File: config.mk
export PLATFORM = sky130hd
export DESIGN_NAME = tx_start_gen
export DESIGN_NICKNAME = d
export VERILOG_FILES = /design/src/rtl/tx_bit_pkg.sv /design/src/rtl/tx_start_gen.sv
export SDC_FILE = /design/constraint.sdc
export NUM_CORES = 1
export LEC_CHECK = 0
export BUFFER_PORTS_ARGS = -buffer_cell sky130_fd_sc_hd__buf_4
export CAP_MARGIN = 40
export CORE_MARGIN = 2
export CORE_UTILIZATION = 18
export DETAILED_ROUTE_END_ITERATION = 7
export GPL_TIMING_DRIVEN = 0
export PLACE_DENSITY = 0.79
export SETUP_SLACK_MARGIN = 0.5
export SLEW_MARGIN = 5
export SYNTH_ARGS = -nofsm -noshare
export SYNTH_HDL_FRONTEND = slang
export SYNTH_SLANG_ARGS = --single-unit
File: constraint.sdc
create_clock -name clk -period 2.6 [get_ports clk]
set_clock_uncertainty 0.2 [all_clocks]
set_input_delay 0.13 -clock clk [delete_from_list [all_inputs] [get_ports clk]]
set_output_delay 0.13 -clock clk [all_outputs]
set_load 0.05 [all_outputs]
File: src/rtl/tx_bit_pkg.sv
// shared widths, descriptor and buffer write structs, controller states, queue types
package tx_bit_pkg;

    localparam int DATA_W     = 64;  // payload and buffer word
    localparam int TSF_W      = 64;  // packet timestamp and running tsf
    localparam int NUM_QUEUES = 3;
    localparam int CSMA_QUEUE = 2;   // contention based, no time slot
    localparam int LEN_W      = 13;  // word count and write address width

    typedef logic [1:0]            queue_idx_t;
    typedef logic [NUM_QUEUES-1:0] queue_mask_t;

    // descriptor as popped from a queue, lsb at the bottom
    typedef struct packed {
        logic [31:0]      rsvd_hi;
        logic [1:0]       prio;           // linux priority
        logic [9:0]       sn;             // sequence number
        logic [1:0]       rsvd_lo;
        logic [3:0]       retrans_limit;
        logic             need_ack;
        logic [LEN_W-1:0] num_words;      // payload words, 1 .. buffer depth
    } tx_desc_t;

    // controller side write port of the packet buffer
    typedef struct packed {
        logic              we;
        logic [LEN_W-1:0]  addr;  // buffer keeps the low BUF_ADDR_W bits
        logic [DATA_W-1:0] data;
    } buf_wr_t;

    typedef enum logic [2:0] {
        st_wait_chance,
        st_fetch_desc,
        st_tdma_judge,
        st_csma_judge,
        st_do_tx,
        st_drop_pkt
    } ctrl_state_t;

endpackage

File: src/rtl/tx_start_gen.sv
// phy start pulse generator driven by the buffer write stream
module tx_start_gen import tx_bit_pkg::*; #(
    parameter int BUF_ADDR_W      = 10,
    parameter int START_PULSE_LEN = 6
) (
    input  logic                  clk,
    input  logic                  rstn,
    input  buf_wr_t               buf_wr,
    input  logic [BUF_ADDR_W-1:0] start_th,
    output logic                  start
);

    localparam int CNT_W = $clog2(START_PULSE_LEN + 1);

    logic [CNT_W-1:0] pulse_cnt;  // cycles of pulse left
    logic             th_hit;

    // only a real write counts, compared on the bits the buffer decodes
    assign th_hit = buf_wr.we && (buf_wr.addr[BUF_ADDR_W-1:0] == start_th);

    always_ff @(posedge clk) begin
        if (!rstn) begin
            pulse_cnt <= '0;
        end else if (th_hit) begin
            pulse_cnt <= CNT_W'(START_PULSE_LEN);  // restart on a new hit
        end else if (pulse_cnt != '0) begin
            pulse_cnt <= pulse_cnt - CNT_W'(1);
        end
    end

    assign start = (pulse_cnt != '0);

endmodule

==> results.txt <==
The run gives 124 as the total nets after synthesis. The startpoint identified for the worst register-to-register timing path is pulse_cnt[0]. The signed area change from the synthesized netlist to the final layout works out to 83.6%. The tools report the violation count after the first detailed-route iteration as 1.

At the pin with the least slew margin, the transition time is 0.234 ns. At the worst endpoint, the required time is 2.27 ns. The terminus of the critical flop-to-flop path was pulse_cnt[1]. The synthesized design spends more area on one cell type than any other, namely sky130_fd_sc_hd__xnor2_1. In this design, the critical path's most frequently occurring cell is sky130_fd_sc_hd__inv_1. The final layout contains 153 nets.

For the internal power component, the log shows 0.000224 W. The arithmetic-cell share of the synthesized area counting full adders, half adders and majority gates works out to 0.0913. In the routed design, unresolved DRC markers number 0. The total routing resource utilization after global routing is 0.0799, and the headroom to the max-slew limit is 0.842. In the final routed layout, each cell accounts on average for 8.01 um.

The root cell of the clock tree is sky130_fd_sc_hd__clkbuf_4. Adding up every negative setup slack in the final design gives 0 ns. In this design, the stage delay of the slowest critical-path cell is 0.32 ns. The filler cells instantiated in the layout total 154.

The clock power share is 0.215, and the register area is 60.1 sq um. The die covers 1850 sq um. The worst setup path is launched from a flip-flop.

The tools report the data arrival time of the worst path as 1.43 ns. The final layout contains routed wiring with a total length of 609 um. Summing all multi-input logic gate instances after layout gives 203 sq um. The remaining global-route overflow came out at 0. The initial antenna violation count came out at 0. Following the worst setup path forward leads to its endpoint at start. Starting density of the core: 0.186. Max-cap violations in this run came to 0.

The number of register bits inferred by synthesis was 3. The clock insertion delay at the later pin of the skew report is 0.23 ns. Post-synthesis sequential area ratio: 0.219.

After synthesis the cells add up to 274 sq um. The largest registers in the layout are pulse_cnt x3. In this run the static leakage power is 0.230 nW. The placed cell area is 467 sq um, and the total vias in the final route is 327.

The run gives 0 as the number of antenna diodes. met2 is the most crowded layer. The net switching power of the design was 0.000158 W. Across the VDD grid, the largest voltage drop is 0.245 mV. Setup violations remaining at the end of the flow were counted as 0.

The unique cell type count in the Yosys netlist came out at 14. The number of failing hold endpoints at the final stage is 0, and the flip-flop count of the largest register, all copies and words added is 3. The via count of the first global-routing pass was 319; the fraction of the cycle the final worst path needs was 0.677. The proportion of layout cells with a drive suffix above 1 came out at 0.483. The met2 layer usage reported by global route came out at 0.139.

Using the TritonRoute via totals, the vias-per-cell ratio works out to 4.30. The placeable core region is 1470 sq um. Along the worst path, the maximum fanout reaches 6. The run gives 503 sq um as the area of all placed cells without fillers. The sequential share of power is 0.199, and the combinational share of power is 0.586. The die is 43.0 um tall.

Counting every sink on the clock net gives 3. Remaining antenna violation count: 0. The number of warnings reported in the yosys synthesis log is 0, and the first-pass detailed-route iteration total is 2.

The worst setup path is of the reg2out kind. The category of the worst setup path capture point was a primary output. The signal on the critical path passes through or2_2, inv_1, ha_1, inv_1, buf_4. The largest family of logic cells by synthesized area was XOR/XNOR gates. After synthesis, the mean cell area works out to 8.56 sq um.

After synthesis, the cell types taking the most area are sky130_fd_sc_hd__xnor2_1 35%, sky130_fd_sc_hd__dfxtp_1 22%, sky130_fd_sc_hd__ha_1 9.1%. The flow ran to the end, and the final reports show no timing, DRC or antenna violations. The run gives 0.0298 as the global-route track usage on met3. The first global-routing pass estimated 979 um of wire. The run gives 71 as the number of placed instances with taps included. The non-filler instance count after layout was 76. Setup slack on the worst reg-to-reg path comes out at 0.93 ns. The final weighted congestion in routability-driven placement was 0.624. The max-slew violation count was 0. The quantity of I/O buffers inserted on ports is 23. The library cells used most frequently in the layout, excluding fill and tap cells, are 23 x sky130_fd_sc_hd__buf_4, 11 x sky130_fd_sc_hd__xnor2_1, 3 x sky130_fd_sc_hd__inv_1, 3 x sky130_fd_sc_hd__clkbuf_4, 3 x sky130_fd_sc_hd__dfxtp_1. The number of buffers created by CTS is 3. The XOR/XNOR share of the synthesized area is 0.352. The floorplan row count came out at 14. Setup repair after global routing left no endpoint under its margin. The proportion of synthesized area in mux cells came out at 0. Worst setup path startpoint: pulse_cnt[0]. The top-area cell type share of the netlist area is 0.352.

The number of cells on the worst reg-to-reg path is 5. Area share of and/or/nand/nor cells after synthesis: 0.187. The CTS H-tree depth is 1.

The register with the most flip-flops in the final layout is pulse_cnt. The worst hold path belongs to the class in2reg. Commonest non-fill, non-tap cell in the layout: sky130_fd_sc_hd__buf_4. The final critical delay including setup and external delays came out at 1.76 ns. TritonCTS built the clock tree.

The power density over the cells is 760 nW/um^2. Entering global routing, the biggest net connects 7 pins. The master of the slowest instance on the critical path was sky130_fd_sc_hd__dfxtp_1.

The floorplan step set the die width to 43.0 um. The run gives 568 MHz as the maximum clock rate. In the synthesized netlist, the number of instances is 32. Clock-pin slew was measured on the worst setup and hold paths at 0.04 ns. The met1 layer usage reported by global route was 0.0537; the number of I/O pins was 91.

The share of the synthesized area in compound gates (AO/OA/AOI/OAI) came out at 0.110. For the buffer levels on the longest clock path, the log shows 2. The switching share of power is 0.414.
cell type report:
cell class,instances,share of cell area
inverter,3,0.0224
timing repair buffer,24,0.363
tap,16,0.0398
sequential,3,0.119
multi-input combinational,26,0.403
clock buffer,4,0.0522
what timing repair did:
item,CTS,global route
gates resized for setup,0,0
hold buffers,1,0
endpoints found under the hold margin,3,0
setup buffers,0,0
power groups by stage:
stage | clock (W) | sequential [W] | combinational, W
finish | 0.0000822 | 0.0000762 | 0.000224
detailed placement | 0 | 0.0000772 | 0.000226
global route | 0.0000878 | 0.0000781 | 0.000244
CTS | 0.0000857 | 0.0000765 | 0.000228
floorplan | 0 | 0.0000751 | 0.000160
global placement | 0 | 0.0000764 | 0.000220
stage by stage:
stage | worst slack (ns) | total power [W] | hold WS [ns] | util
after CTS | 0.818 | 0.000390 | 0.0492 | 0.342
after floorplan | 1.00 | 0.000235 | 0.0438 | -
after global placement | 0.952 | 0.000296 | 0.153 | 0.317
after detailed placement | 0.924 | 0.000303 | 0.161 | 0.317
after global routing | 0.757 | 0.000409 | 0.0709 | 0.342
final | 0.839 | 0.000382 | 0.0497 | 0.342
cells by family after synthesis:
logic type                 Yosys count
and+or+nand+nor                      9
xor gates and xnor gates            11
buffers and inverters                3
DFF                                  3
adders and majority gates            2
AOI/OAI and AO/OA                    4
layer usage:
layer  up-vias  wire, um
li1        163         -
met1       134       207
met2        26       284
met3         4        88
met4         0        29
met5         -         0
synthesized netlist by cell type:
cell type / instances
sky130_fd_sc_hd__dfxtp_1: 3
sky130_fd_sc_hd__nand2_1: 1
sky130_fd_sc_hd__inv_1: 3
sky130_fd_sc_hd__xnor2_1: 11
sky130_fd_sc_hd__nor4_1: 1
sky130_fd_sc_hd__nand4_1: 2
sky130_fd_sc_hd__a21oi_1: 1
sky130_fd_sc_hd__nor2_1: 2
sky130_fd_sc_hd__nand3_1: 1
sky130_fd_sc_hd__o31a_2: 1
sky130_fd_sc_hd__nor3_2: 1
sky130_fd_sc_hd__or2_2: 1
sky130_fd_sc_hd__ha_1: 2
sky130_fd_sc_hd__o21a_1: 2
critical path: cells and delay by family (launching register included):
kind / cells / cell delay (ns)
buf+inv: 3 / 0.31
simple gates: 1 / 0.31
flops: 1 / 0.32
fa+ha+maj: 1 / 0.25
how the worst min path moves through the flow:
stage | from | to | slack, ns | cells past startpoint
6_report | buf_wr[77] | pulse_cnt[0] | 0.05 | 4
5_1_grt | buf_wr[77] | pulse_cnt[0] | 0.07 | 4
4_1_cts | buf_wr[77] | pulse_cnt[0] | 0.05 | 4
3_5_place_dp | rstn | pulse_cnt[2] | 0.16 | 2
3_3_place_gp | rstn | pulse_cnt[2] | 0.15 | 2
2_1_floorplan | rstn | pulse_cnt[0] | 0.04 | 2
Power figures use the tool's default switching activity.
