**src/rtl/tx_bit_pkg.sv**
```systemverilog
// shared widths, descriptor and buffer write structs, controller states, queue types
package tx_bit_pkg;

    localparam int DATA_W     = 64;  // payload and buffer word
    localparam int TSF_W      = 64;  // packet timestamp and running tsf
    localparam int NUM_QUEUES = 3;
    localparam int CSMA_QUEUE = 2;   // contention based, no time slot
    localparam int LEN_W      = 13;  // word count and write address width

    typedef logic [1:0]            queue_idx_t;
    typedef logic [NUM_QUEUES-1:0] queue_mask_t;

    // descriptor as popped from a queue, lsb at the bottom
    typedef struct packed {
        logic [31:0]      rsvd_hi;
        logic [1:0]       prio;           // linux priority
        logic [9:0]       sn;             // sequence number
        logic [1:0]       rsvd_lo;
        logic [3:0]       retrans_limit;
        logic             need_ack;
        logic [LEN_W-1:0] num_words;      // payload words, 1 .. buffer depth
    } tx_desc_t;

    // controller side write port of the packet buffer
    typedef struct packed {
        logic              we;
        logic [LEN_W-1:0]  addr;  // buffer keeps the low BUF_ADDR_W bits
        logic [DATA_W-1:0] data;
    } buf_wr_t;

    typedef enum logic [2:0] {
        st_wait_chance,
        st_fetch_desc,
        st_tdma_judge,
        st_csma_judge,
        st_do_tx,
        st_drop_pkt
    } ctrl_state_t;

endpackage

```
**src/rtl/tx_bit_ctrl.sv**
```systemverilog
// transmit controller with queue arbitration, descriptor fetch, tdma/csma judge, copy/drop, status
module tx_bit_ctrl import tx_bit_pkg::*; (
    input  logic              clk,
    input  logic              rstn,
    input  queue_mask_t       allowed,
    input  queue_mask_t       desc_empty,
    input  tx_desc_t          desc_data,
    input  logic [TSF_W-1:0]  tsf_data,
    input  logic [DATA_W-1:0] data_in,
    input  logic              data_valid,
    input  logic [TSF_W-1:0]  tsf_runtime,
    input  logic              tx_bb_busy,
    input  logic              tx_end,
    input  logic              tx_try_complete,
    output logic              desc_pop,
    output logic              tsf_pop,
    output logic              data_pop,
    output queue_idx_t        tx_queue_idx,
    output buf_wr_t           buf_wr,
    output tx_desc_t          cur_desc,
    output logic [9:0]        tx_pkt_sn,
    output logic [1:0]        linux_prio
);

    ctrl_state_t       state;
    logic [TSF_W-1:0]  tsf_pkt;      // timestamp of the packet in flight
    logic [LEN_W-1:0]  word_cnt;     // payload words consumed so far
    logic              consume;
    logic              last_word;
    logic              grant_vld;
    queue_idx_t        grant_idx;

    logic              buf_we;
    logic [LEN_W-1:0]  wr_addr;
    logic [DATA_W-1:0] wr_data;

    // fixed priority, lowest index wins
    always_comb begin
        grant_vld = 1'b0;
        grant_idx = '0;
        for (int i = NUM_QUEUES - 1; i >= 0; i--) begin
            if (allowed[i] && !desc_empty[i]) begin
                grant_vld = 1'b1;
                grant_idx = queue_idx_t'(i);
            end
        end
        grant_vld = grant_vld && !tx_bb_busy;  // baseband must be idle
    end

    assign consume   = data_pop && data_valid;
    assign last_word = (word_cnt == cur_desc.num_words - LEN_W'(1));

    always_ff @(posedge clk) begin
        if (!rstn) begin
            state        <= st_wait_chance;
            desc_pop     <= 1'b0;
            tsf_pop      <= 1'b0;
            data_pop     <= 1'b0;
            tx_queue_idx <= '0;
            cur_desc     <= '0;
            word_cnt     <= '0;
            buf_we       <= 1'b0;
        end else begin
            buf_we <= (state == st_do_tx) && consume;
            case (state)
                st_wait_chance: begin
                    word_cnt <= '0;
                    data_pop <= 1'b0;
                    if (grant_vld) begin
                        desc_pop     <= 1'b1;  // descriptor and timestamp together
                        tsf_pop      <= 1'b1;
                        tx_queue_idx <= grant_idx;
                        state        <= st_fetch_desc;
                    end
                end

                st_fetch_desc: begin
                    // fifo heads valid in the pop cycle
                    desc_pop <= 1'b0;
                    tsf_pop  <= 1'b0;
                    cur_desc <= desc_data;
                    if (tx_queue_idx == queue_idx_t'(CSMA_QUEUE)) begin
                        state <= st_csma_judge;
                    end else begin
                        state <= st_tdma_judge;
                    end
                end

                st_tdma_judge: begin
                    if (tsf_pkt < tsf_runtime) begin  // slot already passed
                        data_pop <= 1'b1;
                        state    <= st_drop_pkt;
                    end else if (tsf_pkt == tsf_runtime) begin
                        data_pop <= 1'b1;
                        state    <= st_do_tx;
                    end
                end

                st_csma_judge: begin
                    data_pop <= 1'b1;  // no slot to wait for
                    state    <= st_do_tx;
                end

                st_do_tx: begin
                    if (consume) begin
                        word_cnt <= word_cnt + LEN_W'(1);
                        if (last_word) begin
                            data_pop <= 1'b0;
                        end
                    end
                    // phy done, copy already finished
                    if (tx_end && !data_pop) begin
                        state <= st_wait_chance;
                    end
                end

                st_drop_pkt: begin
                    if (consume) begin
                        word_cnt <= word_cnt + LEN_W'(1);
                        if (last_word) begin
                            data_pop <= 1'b0;
                            state    <= st_wait_chance;
                        end
                    end
                end

                default: begin
                    state <= st_wait_chance;
                end
            endcase
        end
    end

    // timestamp and write payload
    always_ff @(posedge clk) begin
        if (state == st_fetch_desc) begin
            tsf_pkt <= tsf_data;
        end
        wr_addr <= word_cnt;  // address of the word consumed this cycle
        wr_data <= data_in;
    end

    always_comb begin
        buf_wr.we   = buf_we;
        buf_wr.addr = wr_addr;
        buf_wr.data = wr_data;
    end

    // status of the current packet, reported when the mac attempt ends
    always_ff @(posedge clk) begin
        if (!rstn) begin
            tx_pkt_sn  <= '0;
            linux_prio <= '0;
        end else if (tx_try_complete) begin
            tx_pkt_sn  <= cur_desc.sn;
            linux_prio <= cur_desc.prio;
        end
    end

endmodule

```
**config.mk**
```make
export PLATFORM = sky130hd
export DESIGN_NAME = tx_bit_ctrl
export DESIGN_NICKNAME = d
export VERILOG_FILES = /design/src/rtl/tx_bit_pkg.sv /design/src/rtl/tx_bit_ctrl.sv
export SDC_FILE = /design/constraint.sdc
export NUM_CORES = 1
export LEC_CHECK = 0
export ABC_AREA = 1
export BUFFER_PORTS_ARGS = -buffer_cell sky130_fd_sc_hd__buf_2
export CORE_AREA = 2 2 165 167
export CTS_CLUSTER_DIAMETER = 100
export CTS_CLUSTER_SIZE = 24
export DETAILED_ROUTE_END_ITERATION = 7
export DIE_AREA = 0 0 167 169
export HOLD_SLACK_MARGIN = 0.06
export SLEW_MARGIN = 25
export SYNTH_ARGS = -nofsm -noshare
export SYNTH_HDL_FRONTEND = slang
export SYNTH_SLANG_ARGS = --single-unit
export TNS_END_PERCENT = 1
```
**constraint.sdc**
```tcl
create_clock -name clk -period 4.1 [get_ports clk]
set_input_delay 0.615 -clock clk [delete_from_list [all_inputs] [get_ports clk]]
set_output_delay 0.615 -clock clk [all_outputs]
set_load 0.01 [all_outputs]
```
==> results of run 1 <==
sequential cells by signal, summed over array words and instances (netlist names):
register,cells
tx_pkt_sn,10
word_cnt,13
tx_queue_idx,2
buf_we,1
cur_desc,64
tsf_pop,1
state,3
linux_prio,2
data_pop,1
wr_data,64
wr_addr,13
tsf_pkt,64
worst max path at each step:
stage               depth (start not counted)       startpoint      endpoint  slack [ns]
finish                                      8         state[0]  cur_desc[36]        1.78
global route                                8         state[0]  cur_desc[49]        1.47
CTS                                         8         state[0]  cur_desc[36]        1.74
detailed placement                         15  tsf_runtime[57]      state[2]        1.63
global placement                           15  tsf_runtime[57]      state[2]        1.70
floorplan                                   6         state[0]    tsf_pkt[0]        0.84
final cells by class:
| type | instances | area share |
|---|---|---|
| inverter | 140 | 0.0430 |
| sequential | 238 | 0.441 |
| clock inverter | 3 | 0.00653 |
| tap | 341 | 0.0348 |
| antenna | 5 | 0.00102 |
| clock buffer | 19 | 0.0318 |
| timing repair buffer | 431 | 0.177 |
| multi-input combinational | 590 | 0.266 |
Yosys cell counts (all sizes together) (2+ instances only):
library cell  number  area, µm²
dfxtp            174       3480
nor2             152        608
inv              140        526
nand2            137        524
o21ai             90        454
a21oi             74        370
ha                66        826
edfxtp            64       1920
clkbuf            24       90.1
nand3             24        135
nor3               9       45.0
nand4              8       56.3
o21a               6       45.0
xnor2              4       35.0
xor2               4       35.0
a211oi             2       15.0
a31oi              2       12.5
buf                2       15.0
nor4               2       12.5
where the power goes:
part	leakage [µW]	total (µW)	internal, µW	switching (µW)
Clock	0.000228	1610	813	793
Sequential	0.00204	3260	2980	278
Combinational	0.00398	2430	885	1540
Total	0.00624	7290	4680	2610
worst reg2reg max path, stage by stage (launching register included):
cell,delay [ns]
dfxtp_1,0.38
inv_2,0.05
nor2_1,0.08
inv_1,0.09
nor2_4,0.12
buf_4,0.41
buf_4,0.78
o21ai_0,0.23
nor2_1,0.14
routing by layer:
layer | vias up | global-route usage | routed length, µm
met1 | 3667 | 0.213 | 11000
met4 | 4 | 0.0618 | 757
met3 | 43 | 0.0496 | 2070
met2 | 274 | 0.358 | 14500
met5 | - | 0 | 33
li1 | 4073 | - | -
kinds of logic after synthesis:
family / after synthesis / synth area share
DFF: 238 / 0.581
and+or+nand+nor: 335 / 0.151
AOI/OAI and AO/OA: 181 / 0.102
buffers and inverters: 167 / 0.0698
adders and majority gates: 66 / 0.0887
xor gates and xnor gates: 8 / 0.00753
metrics by stage:
step | area, µm² | hold WS (ns) | power, µW
after floorplan | 9310 | 0.364 | 4820
after global placement | 11800 | 0.394 | 5710
after detailed placement | 11800 | 0.391 | 5760
after CTS | 12300 | 0.197 | 7390
after global routing | 12300 | 0.195 | 7820
final | 12300 | 0.222 | 7290
==> results.md, run 1 <==
* H-tree depth at 1
* Slowest CP cell: buf_4
* Logic depth of the worst register-to-register path at 8
* Pre-CTS setup slack at 1.63 ns
* Buffers plus inverters on the worst setup path at 4
* Post-CTS Repair Setup Buffers at 0
* Longest Clk Path Bufs at 3
* Clock tree from TritonCTS: done
* Post-synthesis cell count at slightly below 1000
* Final Skew at approximately 0.010 ns
* Initial antenna violation count at 7
* CTS Sinks at 238
* F_max at 431 MHz
* Cells traversed along the worst timing path: inv_2 -> nor2_1 -> inv_1 -> nor2_4 -> buf_4 -> buf_4 -> o21ai_0 -> nor2_1
* Number of enable-type register cells in the synthesized netlist at between 60 and 70
* Worst Max-Slew Pin Slew at around 0.87 ns
* Total power divided by cell area at roughly 590 nW/µm²
* Count of synthesis-stage warnings from yosys at 0
* Share of layout cells above drive strength 1 at 0.340
* Distinct cell type count after synthesis at 38
* Setup repair after global routing missed its margin: no
* Setup slack, reg-to-reg at between 1.5 and 2 ns
* Share of async-settable or async-resettable flops after synthesis at 0
* Min-Delay Path Class: input port to flop
* TritonCTS buffer count at 14
* Reg2Reg Launch Point: state[0]
* Final core utilization at 0.463
* Wire length per cell at approximately 16 µm
* Ys flop type: dfxtp_1
* Top-level port count at around 430
* Filler cell count at 2633
* Endpoint with the worst hold slack: wr_data[25]
* Die width at 167 µm
* Mapped Avg Cell Area at 9.35 µm²
* Drt first-iter violations at approximately 330
* Signed area change from the synthesized netlist to the final layout at 31.9%
* Classification of the worst setup path: flop to flop
* Net total in the final layout at around 1700
* First-pass DRT Iterations at 7
* Total grt overflow at 0
* Count of input and output buffers at between 400 and 500
* Capturing point of the worst reg2reg path: cur_desc[36]
* Netlist Area Pre-Place at 9310 µm²
* WL final at 28400 µm
* Global-route wire length before repair at around 43000 µm
* Maximum VDD drop at about 0.37 mV
* Vertical die dimension at 169 µm
* # DRC at 0
* Critical path arrival at between 2 and 3 ns
* Clock period minus final worst setup slack at between 2 and 2.5 ns
* Kind of start point of the critical path: flop
* Synthesis-stage register bit count at 238
* Critical path data required time at around 4.5 ns
* Largest stage delay on the critical path at 0.77 ns
* # Max-Cap Violations at 0
* Hold wc startpoint: data_in[25]
* Gr usage total at 0.192
* Insertion delay of the later-clocked pin in the worst-skew pair at between 0.4 and 0.5 ns
* Clock root buffer: clkbuf_16
* LEAKAGE at slightly above 0.006 µW
* Worst hold path stage count at 1
* Placed insts at approximately 1700
* Site row count at 60
* Gates resized, CTS repair at 0
* Largest net degree at the start of global routing at between 80 and 90
* Count of final max-slew check failures at 0
* Headroom to the max-slew limit at 0.419
* Result of the run: complete, no violations
* Multi-input logic area at approximately 3300 µm²
* Number of vias in the routed layout at about 8000
* Final Worst Setup Slack at approximately 1.8 ns
* Post-detailed-route via-to-cell ratio at approximately 4.6
* Die Outline Area at 28200 µm²
* Dominant delay contributor by cell family on the critical path: buffers and inverters
* Core Region at roughly 27000 µm²
* Sequential element share of the synthesized area at 0.581
* Clock input transition at the sequential cells of the worst setup and hold paths at 0.10 ns
* Nature of the critical path endpoint: flop
* Via count of the first global-routing pass at a little over 8000
* CP max FO at 77
* Final HPWL DP at 22700 µm
* Final worst path period share at 0.565
* Area used by sequential logic in the layout at 5410 µm²
* Leading cell type in the layout, fill and taps excluded: buf_2
* Final cell count without fillers at between 1500 and 2000
* Final weighted congestion in routability-driven placement at 0.863
* Final Hold Violating Endpoints at 0
* Post-DRT Antenna Nets at 0
* Hold-fix buffers at CTS at 0
* Highest-count cells in the layout ignoring fill and taps: buf_2, dfxtp_1, nor2_1
* Total Neg Setup Slack at 0 ns
* Mapped Nets at 1329
* Final setup violation count at 0
* Starting utilization of the core area at 0.351
Note: power is estimated with default switching activity, not from simulation.
==> run 2: changes to the inputs <==
--- a/config.mk
+++ b/config.mk
@@ -7,11 +7,11 @@
 export LEC_CHECK = 0
 export ABC_AREA = 1
 export BUFFER_PORTS_ARGS = -buffer_cell sky130_fd_sc_hd__buf_2
-export CORE_AREA = 2 2 165 167
+export CORE_AREA = 2 2 166 168
 export CTS_CLUSTER_DIAMETER = 100
 export CTS_CLUSTER_SIZE = 24
 export DETAILED_ROUTE_END_ITERATION = 7
-export DIE_AREA = 0 0 167 169
+export DIE_AREA = 0 0 168 170
 export HOLD_SLACK_MARGIN = 0.06
 export SLEW_MARGIN = 25
 export SYNTH_ARGS = -nofsm -noshare
==> constraint.sdc (replaced) <==
create_clock -name clk -period 2.1 [get_ports clk]
set_input_delay 0.315 -clock clk [delete_from_list [all_inputs] [get_ports clk]]
set_output_delay 0.315 -clock clk [all_outputs]
set_load 0.01 [all_outputs]
==> run 2 against run 1 <==
Against the previous run: maximum frequency grew 12%; critical path depth grew 5; design area grew 14%.
==> results.md, run 2 (same netlist as run 1, synthesis figures left out) <==
* Worst Max-Slew Pin Slew at roughly 0.56 ns
* Initial antenna violation count at 13
* Multi-input logic area at about 3300 µm²
* Worst setup path startpoint: tsf_pkt[47]
* Clock root buffer: clkbuf_16
* Min-Delay Path Class: input port to flop
* Setup slack, reg-to-reg at about 0.028 ns
* Filler cell count at roughly 2500
* Total grt overflow at 0
* Number of vias in the routed layout at 8790
* Headroom to the max-slew limit at 0.624
* Post-CTS Repair Setup Buffers at 0
* Final weighted congestion in routability-driven placement at between 0.8 and 0.9
* Die width at about 170 µm
* Longest Clk Path Bufs at 3
* WL final at between 30000 and 40000 µm
* First-pass DRT Iterations at 4
* Hold wc startpoint: desc_data[13]
* Critical path data required time at between 2 and 3 ns
* Final Hold Violating Endpoints at 0
* Final HPWL DP at between 20000 and 25000 µm
* Pre-CTS setup slack at 0.0162 ns
* Slowest CP cell: edfxtp_1
* Count of input and output buffers at around 430
* Setup repair after global routing missed its margin: yes
* Count of final max-slew check failures at 0
* Share of layout cells above drive strength 1 at 0.309
* Drt first-iter violations at 379
* Die Outline Area at 28600 µm²
* Final setup violation count at 0
* TritonCTS buffer count at 14
* Gr usage total at 0.210
* Clock period minus final worst setup slack at roughly 2.1 ns
* Clock input transition at the sequential cells of the worst setup and hold paths at roughly 0.10 ns
* Final worst path period share at 0.987
* Wire length per cell at 16.0 µm
* Global-route wire length before repair at between 40000 and 50000 µm
* LEAKAGE at approximately 0.007 µW
* Highest-count cells in the layout ignoring fill and taps: buf_2, dfxtp_1, dlygate4sd3_1
* Leading cell type in the layout, fill and taps excluded: buf_2
* Total power divided by cell area at 1030 nW/µm²
* Vertical die dimension at around 170 µm
* Top-level port count at roughly 430
* Net total in the final layout at 1915
* # Max-Cap Violations at 0
* Site row count at 60
* Reg2Reg Launch Point: tsf_pkt[47]
* Largest stage delay on the critical path at 0.43 ns
* Result of the run: complete, no violations
* Final Skew at 0.0206 ns
* F_max at just under 500 MHz
* Critical path arrival at about 2.5 ns
* Via count of the first global-routing pass at 8935
* Insertion delay of the later-clocked pin in the worst-skew pair at ~0.5 ns
* Kind of start point of the critical path: flop
* Post-DRT Antenna Nets at 0
* Clock tree from TritonCTS: done
* CP max FO at 5
* Maximum VDD drop at roughly 0.84 mV
* Core Region at approximately 27000 µm²
* Placed standard-cell area at 11800 µm²
* Signed area change from the synthesized netlist to the final layout at 50.4%
* Cells traversed along the worst timing path: ha_4 -> nand2_2 -> inv_1 -> nand3_2 -> nor3_4 -> inv_1 -> nor2_1 -> nand2_1 -> o21a_1 -> nand2_2 -> nand3_2 -> and2_0 -> nor2_1
* Largest net degree at the start of global routing at approximately 110
* Final Worst Setup Slack at around 0.028 ns
* Area of all placed cells without fillers at 14000 µm²
* CTS Sinks at 238
* Classification of the worst setup path: flop to flop
* Biggest registers after layout: cur_desc x64, tsf_pkt x64, wr_data x64
* Nature of the critical path endpoint: flop
* # DRC at 0
* Post-detailed-route via-to-cell ratio at around 4.5
* Starting utilization of the core area at 0.349
* Area used by sequential logic in the layout at between 5000 and 6000 µm²
* H-tree depth at 1
-- run 2: cell types whose count changed in the layout (fill, tap and decap cells not counted), moves of 2 or more --
cell / change
buf_12: +4
diode_2: +7
nand2_2: +2
buf_4: -3
ha_4: +2
ha_1: -2
bufinv_16: -2
inv_8: +2
dlygate4sd3_1: +165
nand2_1: -2
-- run 2: per-stage QoR --
| step | util | total power, µW | TNS (ns) | hold WS, ns | std cells |
|---|---|---|---|---|---|
| after floorplan | - | 9380 | 0 | 0.343 | 995 |
| after global routing | 0.525 | 15500 | -0.384 | 0.0697 | 1940 |
| final | 0.525 | 14400 | 0 | 0.0651 | 1940 |
| after global placement | 0.444 | 11200 | 0 | 0.395 | 1741 |
| after detailed placement | 0.444 | 11300 | 0 | 0.400 | 1741 |
| after CTS | 0.522 | 14500 | 0 | 0.0613 | 1928 |
-- run 2: worst max-delay path: cells and delay by family, from the launching register on --
kind,cells,cell delay (ns)
buf+inv,2,0.13
fa+ha+maj,1,0.30
flops,1,0.43
simple gates,9,0.95
compound gates,1,0.18
-- run 2: final timing paths --
path | endpoint | depth (start not counted)
worst max register to register | state[2] | 13
worst min register to register | wr_addr[3] | 0
worst min-delay path | cur_desc[13] | 3
worst max-delay path | state[2] | 13
-- run 2: area by class of cell --
| type | instances | area share |
|---|---|---|
| Multi-Input combinational cell | 590 | 0.236 |
| Clock buffer | 19 | 0.0279 |
| Antenna cell | 12 | 0.00215 |
| Tap cell | 341 | 0.0305 |
| Sequential cell | 238 | 0.386 |
| Clock inverter | 3 | 0.00224 |
| Timing Repair Buffer | 597 | 0.277 |
| Inverter | 140 | 0.0376 |
-- run 2: per-layer routing --
metal / part of all wire / track usage / wire length [µm]
met1: 0.39 / 0.240 / 12100
met2: 0.51 / 0.381 / 15900
met3: 0.069 / 0.0481 / 2150
met4: 0.030 / 0.0798 / 932
met5: 0.00045 / 0 / 14
-- run 2: repair_timing --
action,CTS,global route
endpoints found under the setup margin,0,4
hold buffers,165,0
hold endpoints to repair,165,0
gates resized for setup,0,8
-- run 2: power by group --
part | switching [µW] | internal [µW] | leakage (µW)
clock | 1570 | 1350 | 0.000206
sequential | 543 | 5820 | 0.00204
combinational | 3090 | 2020 | 0.00470
total | 5210 | 9190 | 0.00694
==> run 3: changes to the inputs <==
--- a/config.mk
+++ b/config.mk
@@ -7,11 +7,11 @@
 export LEC_CHECK = 0
 export ABC_AREA = 1
 export BUFFER_PORTS_ARGS = -buffer_cell sky130_fd_sc_hd__buf_2
-export CORE_AREA = 2 2 166 168
+export CORE_AREA = 2 2 165 167
 export CTS_CLUSTER_DIAMETER = 100
 export CTS_CLUSTER_SIZE = 24
 export DETAILED_ROUTE_END_ITERATION = 7
-export DIE_AREA = 0 0 168 170
+export DIE_AREA = 0 0 167 169
 export HOLD_SLACK_MARGIN = 0.06
 export SLEW_MARGIN = 25
 export SYNTH_ARGS = -nofsm -noshare
==> constraint.sdc (replaced) <==
create_clock -name clk -period 2.49 [get_ports clk]
set_input_delay 0.3735 -clock clk [delete_from_list [all_inputs] [get_ports clk]]
set_output_delay 0.3735 -clock clk [all_outputs]
set_load 0.01 [all_outputs]
==> run 3 against run 2 <==
Against the previous run: sequential power is 16% lower; sequential cell count unchanged; highest routed layer unchanged; first-iteration DRC count down 0.53%; final cell count shrank 2.3%; clock power shrank 15%; worst setup slack improved by 0.39 ns; largest cell class unchanged; combinational power shrank 18%; global-route usage decreased by 0.36 points; design area is 3.4% lower; critical path depth is 2 higher; clock skew is 0.0040 ns lower.
==> results.md, run 3 (same netlist as run 1, synthesis figures left out) <==
* Final HPWL DP at approximately 23000 µm
* # Max-Cap Violations at 0
* Combinational share of power at 0.349
* Final Skew at about 0.017 ns
* Final Hold Violating Endpoints at 0
* Filler cell count at approximately 2500
* Highest-count cells in the layout ignoring fill and taps: buf_2, dfxtp_1, nor2_1
* Gr usage total at 0.206
* Wire length per cell at 16.1 µm
* Cell repeated most along the worst path: nand2_1
* Met1 capacity usage during global routing at 0.231
* Post-DRT Antenna Nets at 0
* Via count of the first global-routing pass at a little under 9000
* Signed area change from the synthesized netlist to the final layout at 45.4%
* Slowest CP cell: dfxtp_1
* TritonCTS buffer count at 14
* Top Usage Layer GRT: met2
* CP max FO at 4
* H-tree depth at 1
* Power share of the sequential group at 0.445
* Count of input and output buffers at 426
* Net Sw Frac at 0.363
* Internal power at roughly 7700 µW
* CTS Sinks at ~240
* # DRC at 0
* Die width at approximately 170 µm
* Number of vias in the routed layout at 8607
* Starting utilization of the core area at 0.351
* Total Neg Setup Slack at 0 ns
* Critical path data required time at approximately 2.9 ns
* First-pass DRT Iterations at 5
* Overall power at between 10000 and 15000 µW
* Clock tree from TritonCTS: done
* Global-route wire length before repair at between 40000 and 50000 µm
* Largest net degree at the start of global routing at roughly 80
* Final weighted congestion in routability-driven placement at about 0.8
* Clock input transition at the sequential cells of the worst setup and hold paths at roughly 0.09 ns
* Share of layout cells above drive strength 1 at 0.312
* Kind of start point of the critical path: flop
* Maximum VDD drop at between 0.6 and 0.7 mV
* Largest stage delay on the critical path at about 0.41 ns
* Clock period minus final worst setup slack at between 2 and 2.5 ns
* Vertical die dimension at 169 µm
* Switching power summed over all nets at ~4400 µW
* Placed standard-cell area at around 12000 µm²
* GR Util met3 at 0.0493
* GR Util met2 at 0.380
* Core Region at 26500 µm²
* Critical path arrival at 2.45 ns
* Longest Clk Path Bufs at 3
* Site row count at 60
* Clock root buffer: clkbuf_16
* Insertion delay of the later-clocked pin in the worst-skew pair at 0.49 ns
* Net total in the final layout at around 1900
* Result of the run: complete, no violations
* Post-detailed-route via-to-cell ratio at 4.54
* Count of final max-slew check failures at 0
* Final worst path period share at 0.833
* Leading cell type in the layout, fill and taps excluded: buf_2
* Part of the total power dissipated in the clock network at 0.206
* Final setup violation count at 0
* Gates resized, CTS repair at 0
* Drt first-iter violations at 377
* Biggest registers after layout: cur_desc x64, tsf_pkt x64, wr_data x64
* WL final at about 31000 µm
* Nature of the critical path endpoint: flop
* Area used by sequential logic in the layout at between 5000 and 6000 µm²
* Setup repair after global routing missed its margin: no
* Min-Delay Path Class: input port to flop
* Top-level port count at 427
* Buffers plus inverters on the worst setup path at 2
* Headroom to the max-slew limit at 0.493
* Area of all placed cells without fillers at approximately 14000 µm²
* LEAKAGE at approximately 0.0068 µW
* Dominant delay contributor by cell family on the critical path: simple AND/OR/NAND/NOR gates
* Multi-input logic area at around 3300 µm²
* Initial antenna violation count at 9
* Die Outline Area at between 20000 and 30000 µm²
* Worst Max-Slew Pin Slew at 0.761 ns
* Classification of the worst setup path: flop to flop
* Cells traversed along the worst timing path: inv_2 -> ha_1 -> inv_1 -> nand2_1 -> nand2_1 -> nor2_1 -> nand3_1 -> nor2_2 -> nand2_1 -> nor2_2 -> nand3_1 -> a21oi_1 -> nand3_1 -> nand2_1 -> nor2_1
* F_max at a little under 500 MHz
* Total power divided by cell area at just under 900 nW/µm²
* Total grt overflow at 0
[run 3: changes by cell type in the layout (fill, tap and decap cells not counted), moves of 2 or more]
cell	change
buf_4	+2
diode_2	-6
dlygate4sd3_1	-37
ha_4	-2
ha_1	+2
buf_12	-3
nand2_2	-2
nand2_1	+2
inv_8	-2
[run 3: per-stage QoR]
step	hold WS [ns]	instances	utilization	setup slack [ns]
3_3_place_gp	0.393	1740	0.445	0.378
3_5_place_dp	0.385	1740	0.445	0.311
6_report	0.0970	1896	0.510	0.417
5_1_grt	0.0911	1896	0.510	0.246
2_1_floorplan	0.364	995	-	0.237
4_1_cts	0.0828	1890	0.510	0.407
[run 3: power by group through the flow]
| stage | sequential [µW] | clock, µW | combinational, µW |
|---|---|---|---|
| after floorplan | 5610 | 0 | 2310 |
| after global placement | 5420 | 0 | 3980 |
| after detailed placement | 5440 | 0 | 4040 |
| after CTS | 5360 | 2560 | 4210 |
| after global routing | 5450 | 2700 | 4740 |
| final | 5360 | 2480 | 4200 |
[run 3: worst paths after layout]
kind	from	end	slack, ns	cells past startpoint
max	cur_desc[0]	data_pop	0.42	15
min	desc_data[52]	cur_desc[52]	0.1	3
max reg2reg	cur_desc[0]	data_pop	0.42	15
min reg2reg	word_cnt[3]	wr_addr[3]	0.41	0
[run 3: layout make-up]
cell class / count / area share
flip-flops and latches: 238 / 0.400
diodes: 6 / 0.00111
repair buffers: 559 / 0.256
inverters: 140 / 0.0389
clock buffers: 19 / 0.0296
clock inverters: 3 / 0.00231
multi-input cells: 590 / 0.241
well taps: 341 / 0.0315
[run 3: layer usage]
metal,vias to the layer above,routed length [µm]
li1,4332,-
met1,3920,12000
met3,49,2040
met5,-,28
met4,4,886
met2,302,15600
[run 3: timing repair]
| item | 4_1_cts | 5_1_grt |
|---|---|---|
| hold endpoints to repair | 128 | 0 |
| hold buffers | 128 | 0 |
| buffers inserted | 0 | 0 |
[run 3: worst reg2reg max path, cell delays in order, from the launching register on]
cell     delay (ns)
dfxtp_1        0.41
inv_2          0.09
ha_1           0.31
inv_1          0.04
nand2_1        0.06
nand2_1        0.04
nor2_1         0.11
nand3_1        0.10
nor2_2         0.09
nand2_1        0.06
nor2_2         0.12
nand3_1        0.09
a21oi_1        0.22
nand3_1        0.11
nand2_1        0.07
nor2_1         0.04
